$ cat src/common/ooo_pkg.sv
/*
 * shared types and ALU opcodes for the out-of-order core
 * ALU ops only, sll uses b[4:0], slt is a signed compare giving 1 or 0
 */

package ooo_pkg;

	////////////////////////////////////////////////////////////
	// value widths
	////////////////////////////////////////////////////////////

	// one operand or result word
	typedef logic [31:0] data_t;

	// architectural register index, x0 hardwired to zero
	typedef logic [4:0] reg_idx_t;

	// ALU function select
	typedef logic [2:0] alu_op_t;

	////////////////////////////////////////////////////////////
	// ALU opcodes
	////////////////////////////////////////////////////////////

	// a + b
	localparam alu_op_t ALU_ADD = 3'd0;

	// a - b
	localparam alu_op_t ALU_SUB = 3'd1;

	// bitwise and
	localparam alu_op_t ALU_AND = 3'd2;

	// bitwise or
	localparam alu_op_t ALU_OR  = 3'd3;

	// bitwise xor
	localparam alu_op_t ALU_XOR = 3'd4;

	// a shifted left by b[4:0]
	localparam alu_op_t ALU_SLL = 3'd5;

	// signed a < b, result 1 or 0
	localparam alu_op_t ALU_SLT = 3'd6;

	// code 7 is unused, the ALU returns zero for it

endpackage

$ cat src/design/regfile.sv
/*
 * 32 x 32 architectural registers, combinational reads, x0 reads zero
 * no write-to-read bypass, the map table still covers a committing register
 */

`timescale 1ns/1ps

module regfile
	import ooo_pkg::*;
(
	input  logic     clock,
	input  logic     reset,
	input  reg_idx_t rd_a_idx,
	input  reg_idx_t rd_b_idx,
	output data_t    rd_a_data,
	output data_t    rd_b_data,
	input  logic     wr_en,
	input  reg_idx_t wr_idx,
	input  data_t    wr_data
);

	// architectural state
	data_t regs [32];

	// read ports, x0 forced to zero
	assign rd_a_data = (rd_a_idx == '0) ? '0 : regs[rd_a_idx];
	assign rd_b_data = (rd_b_idx == '0) ? '0 : regs[rd_b_idx];

	// single write port from commit
	always_ff @(posedge clock) begin
		if (reset) begin
			for (int i = 0; i < 32; i++) begin
				regs[i] <= '0;
			end
		end else if (wr_en && wr_idx != '0) begin
			regs[wr_idx] <= wr_data;
		end
	end

endmodule

$ cat src/design/map_table.sv
/*
 * rename table, one busy bit and ROB tag per register, x0 never renamed
 * a dispatch to the register being cleared by commit takes priority
 */

`timescale 1ns/1ps

module map_table
	import ooo_pkg::*;
#(
	parameter  int ROB_DEPTH = 8,
	localparam int TAG_W     = $clog2(ROB_DEPTH)
) (
	input  logic             clock,
	input  logic             reset,
	input  logic             dispatch,
	input  reg_idx_t         dispatch_rd,
	input  logic [TAG_W-1:0] alloc_tag,
	input  reg_idx_t         src_a_idx,
	input  reg_idx_t         src_b_idx,
	output logic             src_a_busy,
	output logic             src_b_busy,
	output logic [TAG_W-1:0] src_a_tag,
	output logic [TAG_W-1:0] src_b_tag,
	input  logic             commit,
	input  reg_idx_t         commit_rd,
	input  logic [TAG_W-1:0] commit_tag
);

	// busy means the value still lives in the ROB
	logic [31:0]      busy;
	logic [TAG_W-1:0] tags [32];

	// source lookups reflect state before this cycle's dispatch
	assign src_a_busy = busy[src_a_idx];
	assign src_b_busy = busy[src_b_idx];
	assign src_a_tag  = tags[src_a_idx];
	assign src_b_tag  = tags[src_b_idx];

	always_ff @(posedge clock) begin
		if (reset) begin
			busy <= '0;
		end else begin
			// clear only if no younger writer renamed the register since
			if (commit && busy[commit_rd] && tags[commit_rd] == commit_tag) begin
				busy[commit_rd] <= 1'b0;
			end
			// later assignment wins, keeps WAW order when both hit one register
			if (dispatch && dispatch_rd != '0) begin
				busy[dispatch_rd] <= 1'b1;
			end
		end
	end

	// tag payload
	always_ff @(posedge clock) begin
		if (dispatch && dispatch_rd != '0) begin
			tags[dispatch_rd] <= alloc_tag;
		end
	end

endmodule

$ cat src/design/rs/reservation_station.sv
/*
 * RS_DEPTH entries (at least 2), lowest free entry on dispatch, oldest-index ready issue
 * an entry issuing this cycle still counts toward full
 */

`timescale 1ns/1ps

module reservation_station
	import ooo_pkg::*;
#(
	parameter  int ROB_DEPTH = 8,
	parameter  int RS_DEPTH  = 4,
	localparam int TAG_W     = $clog2(ROB_DEPTH),
	localparam int IDX_W     = $clog2(RS_DEPTH)
) (
	input  logic             clock,
	input  logic             reset,
	input  logic             dispatch,
	input  alu_op_t          dispatch_op,
	input  logic [TAG_W-1:0] dispatch_tag,
	input  logic             op_a_ready,
	input  logic             op_b_ready,
	input  data_t            op_a_value,
	input  data_t            op_b_value,
	input  logic [TAG_W-1:0] op_a_tag,
	input  logic [TAG_W-1:0] op_b_tag,
	input  logic             cdb_valid,
	input  logic [TAG_W-1:0] cdb_tag,
	input  data_t            cdb_data,
	output logic             full,
	output logic             issue_valid,
	output alu_op_t          issue_op,
	output data_t            issue_a,
	output data_t            issue_b,
	output logic [TAG_W-1:0] issue_tag
);

	////////////////////////////////////////////////////////////
	// entry storage
	////////////////////////////////////////////////////////////

	logic [RS_DEPTH-1:0] busy;
	alu_op_t             op     [RS_DEPTH];
	logic [RS_DEPTH-1:0] a_rdy;
	logic [RS_DEPTH-1:0] b_rdy;
	data_t               a_val  [RS_DEPTH];
	data_t               b_val  [RS_DEPTH];
	logic [TAG_W-1:0]    a_tag  [RS_DEPTH];
	logic [TAG_W-1:0]    b_tag  [RS_DEPTH];
	// ROB entry the result goes to
	logic [TAG_W-1:0]    dst_tag [RS_DEPTH];

	logic [IDX_W-1:0] free_idx;
	logic [IDX_W-1:0] issue_idx;

	////////////////////////////////////////////////////////////
	// select logic
	////////////////////////////////////////////////////////////

	// scan high to low so the lowest index is the one left standing
	always_comb begin
		free_idx    = '0;
		issue_idx   = '0;
		issue_valid = 1'b0;
		for (int i = RS_DEPTH - 1; i >= 0; i--) begin
			if (!busy[i]) begin
				free_idx = IDX_W'(i);
			end
			if (busy[i] && a_rdy[i] && b_rdy[i]) begin
				issue_valid = 1'b1;
				issue_idx   = IDX_W'(i);
			end
		end
	end

	// issued entry frees only at the edge, so no same-cycle reuse
	assign full = &busy;

	// issue port reads straight from the chosen entry
	assign issue_op  = op[issue_idx];
	assign issue_a   = a_val[issue_idx];
	assign issue_b   = b_val[issue_idx];
	assign issue_tag = dst_tag[issue_idx];

	////////////////////////////////////////////////////////////
	// occupancy
	////////////////////////////////////////////////////////////

	always_ff @(posedge clock) begin
		if (reset) begin
			busy <= '0;
		end else begin
			if (issue_valid) begin
				busy[issue_idx] <= 1'b0;
			end
			if (dispatch) begin
				busy[free_idx] <= 1'b1;
			end
		end
	end

	////////////////////////////////////////////////////////////
	// operand capture and wakeup
	////////////////////////////////////////////////////////////

	always_ff @(posedge clock) begin
		// snoop the CDB for every waiting operand
		for (int i = 0; i < RS_DEPTH; i++) begin
			if (cdb_valid && !a_rdy[i] && a_tag[i] == cdb_tag) begin
				a_rdy[i] <= 1'b1;
				a_val[i] <= cdb_data;
			end
			if (cdb_valid && !b_rdy[i] && b_tag[i] == cdb_tag) begin
				b_rdy[i] <= 1'b1;
				b_val[i] <= cdb_data;
			end
		end
		// new entry, CDB forward already folded in by the core
		if (dispatch) begin
			op[free_idx]      <= dispatch_op;
			dst_tag[free_idx] <= dispatch_tag;
			a_rdy[free_idx]   <= op_a_ready;
			b_rdy[free_idx]   <= op_b_ready;
			a_val[free_idx]   <= op_a_value;
			b_val[free_idx]   <= op_b_value;
			a_tag[free_idx]   <= op_a_tag;
			b_tag[free_idx]   <= op_b_tag;
		end
	end

endmodule

$ cat src/design/rob/reorder_buffer.sv
/*
 * circular ROB, ROB_DEPTH must be a power of two, tag is the entry index
 * commit of a done head is combinational, one retire per cycle at most
 */

`timescale 1ns/1ps

module reorder_buffer
	import ooo_pkg::*;
#(
	parameter  int ROB_DEPTH = 8,
	localparam int TAG_W     = $clog2(ROB_DEPTH)
) (
	input  logic             clock,
	input  logic             reset,
	input  logic             dispatch,
	input  reg_idx_t         dispatch_rd,
	output logic [TAG_W-1:0] alloc_tag,
	output logic             full,
	input  logic [TAG_W-1:0] look_a_tag,
	input  logic [TAG_W-1:0] look_b_tag,
	output logic             look_a_done,
	output logic             look_b_done,
	output data_t            look_a_value,
	output data_t            look_b_value,
	input  logic             cdb_valid,
	input  logic [TAG_W-1:0] cdb_tag,
	input  data_t            cdb_data,
	output logic             commit_valid,
	output reg_idx_t         commit_rd,
	output logic [TAG_W-1:0] commit_tag,
	output data_t            commit_data
);

	////////////////////////////////////////////////////////////
	// pointers and entries
	////////////////////////////////////////////////////////////

	// pointers wrap on their own width
	logic [TAG_W-1:0] head;
	logic [TAG_W-1:0] tail;
	logic [TAG_W:0]   count;

	reg_idx_t             rd_q  [ROB_DEPTH];
	logic [ROB_DEPTH-1:0] done;
	data_t                value [ROB_DEPTH];

	assign alloc_tag = tail;
	assign full      = (count == (TAG_W+1)'(ROB_DEPTH));

	// operand lookups, only meaningful for a tag the map says is live
	assign look_a_done  = done[look_a_tag];
	assign look_b_done  = done[look_b_tag];
	assign look_a_value = value[look_a_tag];
	assign look_b_value = value[look_b_tag];

	// head retires as soon as its result is in
	assign commit_valid = (count != '0) && done[head];
	assign commit_rd    = rd_q[head];
	assign commit_tag   = head;
	assign commit_data  = value[head];

	////////////////////////////////////////////////////////////
	// control state
	////////////////////////////////////////////////////////////

	always_ff @(posedge clock) begin
		if (reset) begin
			head  <= '0;
			tail  <= '0;
			count <= '0;
			done  <= '0;
		end else begin
			if (dispatch) begin
				tail       <= tail + 1'b1;
				done[tail] <= 1'b0;
			end
			if (commit_valid) begin
				head <= head + 1'b1;
			end
			// the CDB tag is always an in-flight entry, never the tail
			if (cdb_valid) begin
				done[cdb_tag] <= 1'b1;
			end
			// dispatch plus commit leaves count as is
			case ({dispatch, commit_valid})
				2'b10: count <= count + 1'b1;
				2'b01: count <= count - 1'b1;
				default: count <= count;
			endcase
		end
	end

	////////////////////////////////////////////////////////////
	// payload
	////////////////////////////////////////////////////////////

	always_ff @(posedge clock) begin
		if (dispatch) begin
			rd_q[tail] <= dispatch_rd;
		end
		if (cdb_valid) begin
			value[cdb_tag] <= cdb_data;
		end
	end

endmodule

$ cat src/design/alu_unit.sv
/*
 * single-cycle ALU, result registered and presented as the CDB next cycle
 * always accepts an issue, no back-pressure
 */

`timescale 1ns/1ps

module alu_unit
	import ooo_pkg::*;
#(
	parameter  int ROB_DEPTH = 8,
	localparam int TAG_W     = $clog2(ROB_DEPTH)
) (
	input  logic             clock,
	input  logic             reset,
	input  logic             issue_valid,
	input  alu_op_t          issue_op,
	input  data_t            issue_a,
	input  data_t            issue_b,
	input  logic [TAG_W-1:0] issue_tag,
	output logic             cdb_valid,
	output logic [TAG_W-1:0] cdb_tag,
	output data_t            cdb_data
);

	data_t result;

	always_comb begin
		case (issue_op)
			ALU_ADD: result = issue_a + issue_b;
			ALU_SUB: result = issue_a - issue_b;
			ALU_AND: result = issue_a & issue_b;
			ALU_OR:  result = issue_a | issue_b;
			ALU_XOR: result = issue_a ^ issue_b;
			// shift amount from the low five bits only
			ALU_SLL: result = issue_a << issue_b[4:0];
			ALU_SLT: result = ($signed(issue_a) < $signed(issue_b)) ? 32'd1 : 32'd0;
			default: result = '0;
		endcase
	end

	// CDB valid
	always_ff @(posedge clock) begin
		if (reset) begin
			cdb_valid <= 1'b0;
		end else begin
			cdb_valid <= issue_valid;
		end
	end

	// CDB tag and data
	always_ff @(posedge clock) begin
		cdb_tag  <= issue_tag;
		cdb_data <= result;
	end

endmodule

$ cat src/design/ooo_core.sv
/*
 * Tomasulo core top, one ALU on the CDB, in-order commit, no branches or memory
 * dispatch accepted when dispatch_valid is high and dispatch_stall is low
 */

`timescale 1ns/1ps

module ooo_core
	import ooo_pkg::*;
#(
	parameter int ROB_DEPTH = 8,
	parameter int RS_DEPTH  = 4
) (
	input  logic     clock,
	input  logic     reset,
	input  logic     dispatch_valid,
	input  alu_op_t  dispatch_op,
	input  reg_idx_t dispatch_rd,
	input  reg_idx_t dispatch_rs1,
	input  reg_idx_t dispatch_rs2,
	input  logic     dispatch_use_imm,
	input  data_t    dispatch_imm,
	output logic     dispatch_stall,
	output logic     commit_valid,
	output reg_idx_t commit_rd,
	output data_t    commit_data
);

	localparam int TAG_W = $clog2(ROB_DEPTH);

	logic             dispatch;
	logic             rob_full;
	logic             rs_full;
	logic [TAG_W-1:0] alloc_tag;
	logic             src_a_busy, src_b_busy;
	logic [TAG_W-1:0] src_a_tag, src_b_tag;
	data_t            rf_a_data, rf_b_data;
	logic             look_a_done, look_b_done;
	data_t            look_a_value, look_b_value;
	logic             op_a_ready, op_b_ready, rs2_ready;
	data_t            op_a_value, op_b_value, rs2_value;
	logic             issue_valid;
	alu_op_t          issue_op;
	data_t            issue_a, issue_b;
	logic [TAG_W-1:0] issue_tag;
	logic             cdb_valid;
	logic [TAG_W-1:0] cdb_tag;
	data_t            cdb_data;
	logic [TAG_W-1:0] commit_tag;

	////////////////////////////////////////////////////////////
	// dispatch control
	////////////////////////////////////////////////////////////

	assign dispatch_stall = rob_full | rs_full;
	assign dispatch       = dispatch_valid & ~dispatch_stall;

	// operand source in priority order, returns {ready, value}
	function automatic logic [32:0] pick_source(
		input reg_idx_t         idx,
		input logic             busy,
		input logic [TAG_W-1:0] tag,
		input data_t            rf_val,
		input logic             rob_done,
		input data_t            rob_val
	);
		if (idx == '0) begin
			return {1'b1, 32'd0};
		end
		if (!busy) begin
			return {1'b1, rf_val};
		end
		if (rob_done) begin
			return {1'b1, rob_val};
		end
		// result landing on the CDB this very cycle
		if (cdb_valid && cdb_tag == tag) begin
			return {1'b1, cdb_data};
		end
		return {1'b0, 32'd0};
	endfunction

	assign {op_a_ready, op_a_value} = pick_source(dispatch_rs1, src_a_busy, src_a_tag,
		rf_a_data, look_a_done, look_a_value);
	assign {rs2_ready, rs2_value} = pick_source(dispatch_rs2, src_b_busy, src_b_tag,
		rf_b_data, look_b_done, look_b_value);

	// immediate replaces rs2
	assign op_b_ready = dispatch_use_imm | rs2_ready;
	assign op_b_value = dispatch_use_imm ? dispatch_imm : rs2_value;

	////////////////////////////////////////////////////////////
	// blocks
	////////////////////////////////////////////////////////////

	regfile u_regfile (
		.clock     (clock),
		.reset     (reset),
		.rd_a_idx  (dispatch_rs1),
		.rd_b_idx  (dispatch_rs2),
		.rd_a_data (rf_a_data),
		.rd_b_data (rf_b_data),
		.wr_en     (commit_valid && commit_rd != '0),
		.wr_idx    (commit_rd),
		.wr_data   (commit_data)
	);

	map_table #(.ROB_DEPTH(ROB_DEPTH)) u_map_table (
		.clock       (clock),
		.reset       (reset),
		.dispatch    (dispatch),
		.dispatch_rd (dispatch_rd),
		.alloc_tag   (alloc_tag),
		.src_a_idx   (dispatch_rs1),
		.src_b_idx   (dispatch_rs2),
		.src_a_busy  (src_a_busy),
		.src_b_busy  (src_b_busy),
		.src_a_tag   (src_a_tag),
		.src_b_tag   (src_b_tag),
		.commit      (commit_valid),
		.commit_rd   (commit_rd),
		.commit_tag  (commit_tag)
	);

	reservation_station #(.ROB_DEPTH(ROB_DEPTH), .RS_DEPTH(RS_DEPTH)) u_rs (
		.clock        (clock),
		.reset        (reset),
		.dispatch     (dispatch),
		.dispatch_op  (dispatch_op),
		.dispatch_tag (alloc_tag),
		.op_a_ready   (op_a_ready),
		.op_b_ready   (op_b_ready),
		.op_a_value   (op_a_value),
		.op_b_value   (op_b_value),
		.op_a_tag     (src_a_tag),
		.op_b_tag     (src_b_tag),
		.cdb_valid    (cdb_valid),
		.cdb_tag      (cdb_tag),
		.cdb_data     (cdb_data),
		.full         (rs_full),
		.issue_valid  (issue_valid),
		.issue_op     (issue_op),
		.issue_a      (issue_a),
		.issue_b      (issue_b),
		.issue_tag    (issue_tag)
	);

	reorder_buffer #(.ROB_DEPTH(ROB_DEPTH)) u_rob (
		.clock        (clock),
		.reset        (reset),
		.dispatch     (dispatch),
		.dispatch_rd  (dispatch_rd),
		.alloc_tag    (alloc_tag),
		.full         (rob_full),
		.look_a_tag   (src_a_tag),
		.look_b_tag   (src_b_tag),
		.look_a_done  (look_a_done),
		.look_b_done  (look_b_done),
		.look_a_value (look_a_value),
		.look_b_value (look_b_value),
		.cdb_valid    (cdb_valid),
		.cdb_tag      (cdb_tag),
		.cdb_data     (cdb_data),
		.commit_valid (commit_valid),
		.commit_rd    (commit_rd),
		.commit_tag   (commit_tag),
		.commit_data  (commit_data)
	);

	// sole producer on the CDB
	alu_unit #(.ROB_DEPTH(ROB_DEPTH)) u_alu (
		.clock       (clock),
		.reset       (reset),
		.issue_valid (issue_valid),
		.issue_op    (issue_op),
		.issue_a     (issue_a),
		.issue_b     (issue_b),
		.issue_tag   (issue_tag),
		.cdb_valid   (cdb_valid),
		.cdb_tag     (cdb_tag),
		.cdb_data    (cdb_data)
	);

endmodule

$ cat config.mk
export PLATFORM = sky130hd
export DESIGN_NAME = ooo_core
export DESIGN_NICKNAME = d
export VERILOG_FILES = /design/src/common/ooo_pkg.sv /design/src/design/regfile.sv /design/src/design/map_table.sv /design/src/design/rs/reservation_station.sv /design/src/design/rob/reorder_buffer.sv /design/src/design/alu_unit.sv /design/src/design/ooo_core.sv
export SDC_FILE = /design/constraint.sdc
export NUM_CORES = 2
export LEC_CHECK = 0
export BUFFER_PORTS_ARGS = -buffer_cell sky130_fd_sc_hd__buf_2
export CAP_MARGIN = 10
export CORE_ASPECT_RATIO = 0.6
export CORE_MARGIN = 8
export CORE_UTILIZATION = 55
export CTS_BUF_LIST = sky130_fd_sc_hd__clkbuf_8
export DETAILED_ROUTE_END_ITERATION = 7
export HOLD_SLACK_MARGIN = 0.1
export MAX_ROUTING_LAYER = met4
export PLACE_DENSITY = 0.78
export SETUP_SLACK_MARGIN = 0.4
export SLEW_MARGIN = 30
export SYNTH_ARGS = -nofsm -noshare
export SYNTH_HDL_FRONTEND = slang
export SYNTH_SLANG_ARGS = --single-unit
$ cat constraint.sdc
create_clock -name clock -period 6.9 [get_ports clock]
set_input_delay 2.07 -clock clock [delete_from_list [all_inputs] [get_ports clock]]
set_output_delay 2.07 -clock clock [all_outputs]
set_load 0.02 [all_outputs]
==> impl_metrics.py <==
metrics = {
    "place": {
        "place.port_buffers": 92,
        "place_hpwl_mm": 238,
        "place.gp.congestion": 1.04,
        "cell_count_after_placement": 10300,
        "dpl-instance-area_sq_mm": 0.104,
        "pre_cts_slack_ns": 0.635,
    },
    "timing": {
        "timing.final.hold_violations": 0,
        "worst_hold_slack_ns": 0.442,
        "worst_pin_slew_ns": 1.10,
        "setup_violations": 0,
        "aggregate_negative_setup_slack_ns": 0,
        "unrepaired_setup_endpoints_after_global_routing": "no",
        "timing.final.crit_share_pct": 89.8,
        "timing_max_transition_violations_final": 0,
        "achievable-frequency_mhz": 161,
        "worst_clock_skew_ns": 0.0687,
        "period_needed_ns": 6.19,
        "max-slew-margin-rel_pct": 26.6,
        "timing.final.ws_setup_ns": 0.707,
    },
    "yosys": {
        "ys_seq_elements": 1821,
        "seq_area_frac_synth_pct": 53.7,
        "asyncSetResetFlopFracSynth_pct": 0,
        "synth_area_per_cell_sq_um": 12.3,
        "ys_warn_count": 0,
        "synth_cells": 8150,
        "synth_cell_types": 101,
        "ys_dominant_reg_cell": "edfxtp_1",
        "synth.cell_area_sq_mm": 0.100,
        "synth-edff-count": 1720,
    },
    "power": {
        "power_density_mw_per_mm2": 267,
        "leakagePower_nw": 40.6,
        "vdd_ir_drop_max_v": 0.000249,
        "power_mw": 29.2,
    },
    "global_routing": {
        "grt_util_all_layers_pct": 36.6,
        "grt_overflow": 0,
        "number_of_global_route_vias_before_repair": 74600,
        "grt_pass1_wl_mm": 517,
        "largest_net_degree_at_the_start_of_global_routing": 120,
        "antenna_found_initial": 9,
    },
    "final_layout": {
        "finalCoreUtilization_pct": 60.2,
        "area_delta_synth_final_pct": 9.02,
        "nets": 8315,
        "drive_above_1_share_pct": 19.1,
        "final-instance-count-excl-fill": 10700,
        "fillers": 13800,
        "design_area_sq_mm": 0.109,
    },
    "die": {
        "fp.dieW_microns": 567,
        "floorplan.io_pins": 93,
        "floorplan.die_area_sq_mm": 0.196,
        "placeableCoreArea_sq_mm": 0.181,
        "initial_utilization_pct": 55.2,
        "chipHeight_microns": 346,
        "placementRows": 121,
    },
    "status": {
        "violations_in_the_final_reports": "design-rule violations",
        "outcome": "complete, but fails checks",
    },
    "setup_path": {
        "worst-endpoint-arrival_ns": 6.97,
        "cell_seen_most_often_among_critical_path_stages": "buf_4",
        "buf_inv_on_cp": 3,
        "timing.critical_path.fanout_max": 25,
        "cpLargestDelayFamily": "compound AO/OA/AOI/OAI gates",
        "cp_cell_sequence": "nand3_1 -> buf_4 -> a31oi_4 -> buf_4 -> o221a_2 -> buf_4 -> fa_1 -> a211oi_1 -> o31ai_1 -> a32o_1 -> nand3_1 -> o21bai_1 -> a211o_1 -> a41oi_1 -> mux2_2 -> nor2_1 -> a211o_1",
        "critPathRequiredTime_ns": 7.67,
        "worst_path_largest_cell_delay_ns": 0.66,
        "critPathSlowestCell": "dfxtp_1",
        "critical_path.startpoint_type": "flop",
        "path_class": "flop to flop",
        "worstSetupEndpointType": "flop",
    },
    "cts": {
        "insertion_delay_of_the_later_clocked_pin_in_the_worst_skew_pair_ns": 0.96,
        "cts.path.max_buffers": 4,
        "cts_buffers": 272,
        "cts_hold_repair.buffers": 0,
        "ctsResizeCount": 0,
        "tritoncts_clock_tree": "yes",
        "root_buffer": "clkbuf_8",
        "clock_sink_count": 1821,
        "cts_post_setup_buffers_inserted": 0,
        "ctsHtreeMaxLevel": 5,
        "clkTransAtPathRegs_ns": 0.07,
    },
    "route": {
        "drt.antenna.violating_nets": 0,
        "wl_per_cell_microns": 34.0,
        "dr.pass1.iters": 8,
        "via_per_inst": 7.32,
        "post-route-drc-count": 2,
        "num_vias": 78600,
        "drt_wl_total_mm": 365,
        "drt_first_iter_violations": 15000,
    },
    "job": {
        "max_cap_viol_count": 0,
    },
    "min_path": {
        "hold_class": "flop to flop",
    },
}
flip-flops by register name, summed over array words and instances (netlist names), named ones only:
name              cells
u_rs.busy             4
u_map_table.tags     96
u_alu.cdb_valid       1
u_rs.b_rdy            4
u_alu.cdb_tag         3
u_rs.a_tag           12
u_map_table.busy     32
u_rob.count           4
u_rob.value         256
u_rs.a_val          128
u_regfile.regs     1024
u_rob.done            8
u_rs.b_val          128
u_rob.commit_tag      3
u_rs.dst_tag         12
u_rs.op              12
u_rob.rd_q           40
u_rob.alloc_tag       3
u_rs.b_tag           12
u_alu.cdb_data       32
u_rs.a_rdy            4
per-layer routing:
layer  up-vias  global-route usage [%]  share of wire [%]
met1     38100                    50.3                 36
met3      1238                    15.3                 19
met5         -                       -                  0
met2      8131                    46.7                 39
li1      31100                       -                  -
met4         0                    16.9                5.6
path summary, 6_finish.rpt:
kind / start / cells past startpoint / slack, ns / endpoint
setup / recovery: u_rs.busy[2]$_SDFF_PP0_ / 17 / 0.71 / u_alu.cdb_data[30]$_DFF_P_
hold / removal: u_rs.dst_tag[0][2]$_DFFE_PP_ / 2 / 0.44 / u_alu.cdb_tag[2]$_DFF_P_
setup reg to reg: u_rs.busy[2]$_SDFF_PP0_ / 17 / 0.71 / u_alu.cdb_data[30]$_DFF_P_
hold reg to reg: u_rs.dst_tag[0][2]$_DFFE_PP_ / 2 / 0.44 / u_alu.cdb_tag[2]$_DFF_P_
cell families (layout without fill, tap and decap cells):
logic type | Yosys count | in the layout | share of synthesized area (%)
adder cells (fa/ha/maj) | 119 | 119 | 1.51
AO/OA/AOI/OAI | 1548 | 1548 | 10.6
XOR/XNOR | 52 | 52 | 0.455
multiplexers | 1331 | 1331 | 20.1
other | 1 | 44 | 0.00375
buffers and inverters | 933 | 1084 | 3.93
AND/OR/NAND/NOR | 2345 | 2345 | 9.75
flip-flops | 1821 | 1821 | 53.7
tightest hold or removal path, delay by kind of cell, from the launching register on:
family | cells | cell delay, ns
and+or+nand+nor | 2 | 0.10
DFF | 1 | 0.33
placed cells by master, fill, tap and decap left out, drive strengths merged, types with 24 or more instances in the layout:
cell       n
a21oi    446
o41ai     33
xor2      24
a31oi    163
o22ai     64
mux4     533
conb      35
a22oi     49
nand2    541
nor2    1421
clkinv    79
o21ai    194
dfxtp    101
nor3      57
xnor2     28
mux2      72
o211ai    53
edfxtp  1720
buf      423
o21a      33
o31a      33
a221o     28
a21o      30
a221oi   110
a211oi    44
clkbuf   285
nand2b    55
nand3     90
ha       116
inv      275
and3      47
o221ai    44
mux2i    726
power by group:
part	internal (mW)	leakage, nW	switching (mW)
clock	4.17	2.81	4.44
sequential	13.0	17.8	0.656
combinational	2.34	20.0	4.55
synthesized netlist by cell type (101+ instances only):
library cell  instances  share of area [%]
dfxtp_1             101                2.0
nor2_1             1417                5.3
a31oi_1             163                1.0
o21ai_0             182               0.91
buf_2               111               0.56
nand2_1             540                2.0
inv_1               172               0.65
mux2i_1             721                7.2
edfxtp_1           1720                 52
mux4_2              533                 12
ha_1                116                1.5
a21oi_1             444                2.2
clkbuf_1            506                1.9
area by class of cell:
class                   count  area, sq um  share of cell area [%]
diodes                      9         22.5                  0.0207
well taps                2398         3000                    2.75
flip-flops and latches   1821        53700                    49.2
repair buffers            423         3240                    2.97
multi-input cells        5430        43400                    39.8
clock inverters           182         1030                   0.947
inverters                 194          747                   0.685
clock buffers             285         3920                    3.60
Power figures use the tool's default switching activity.
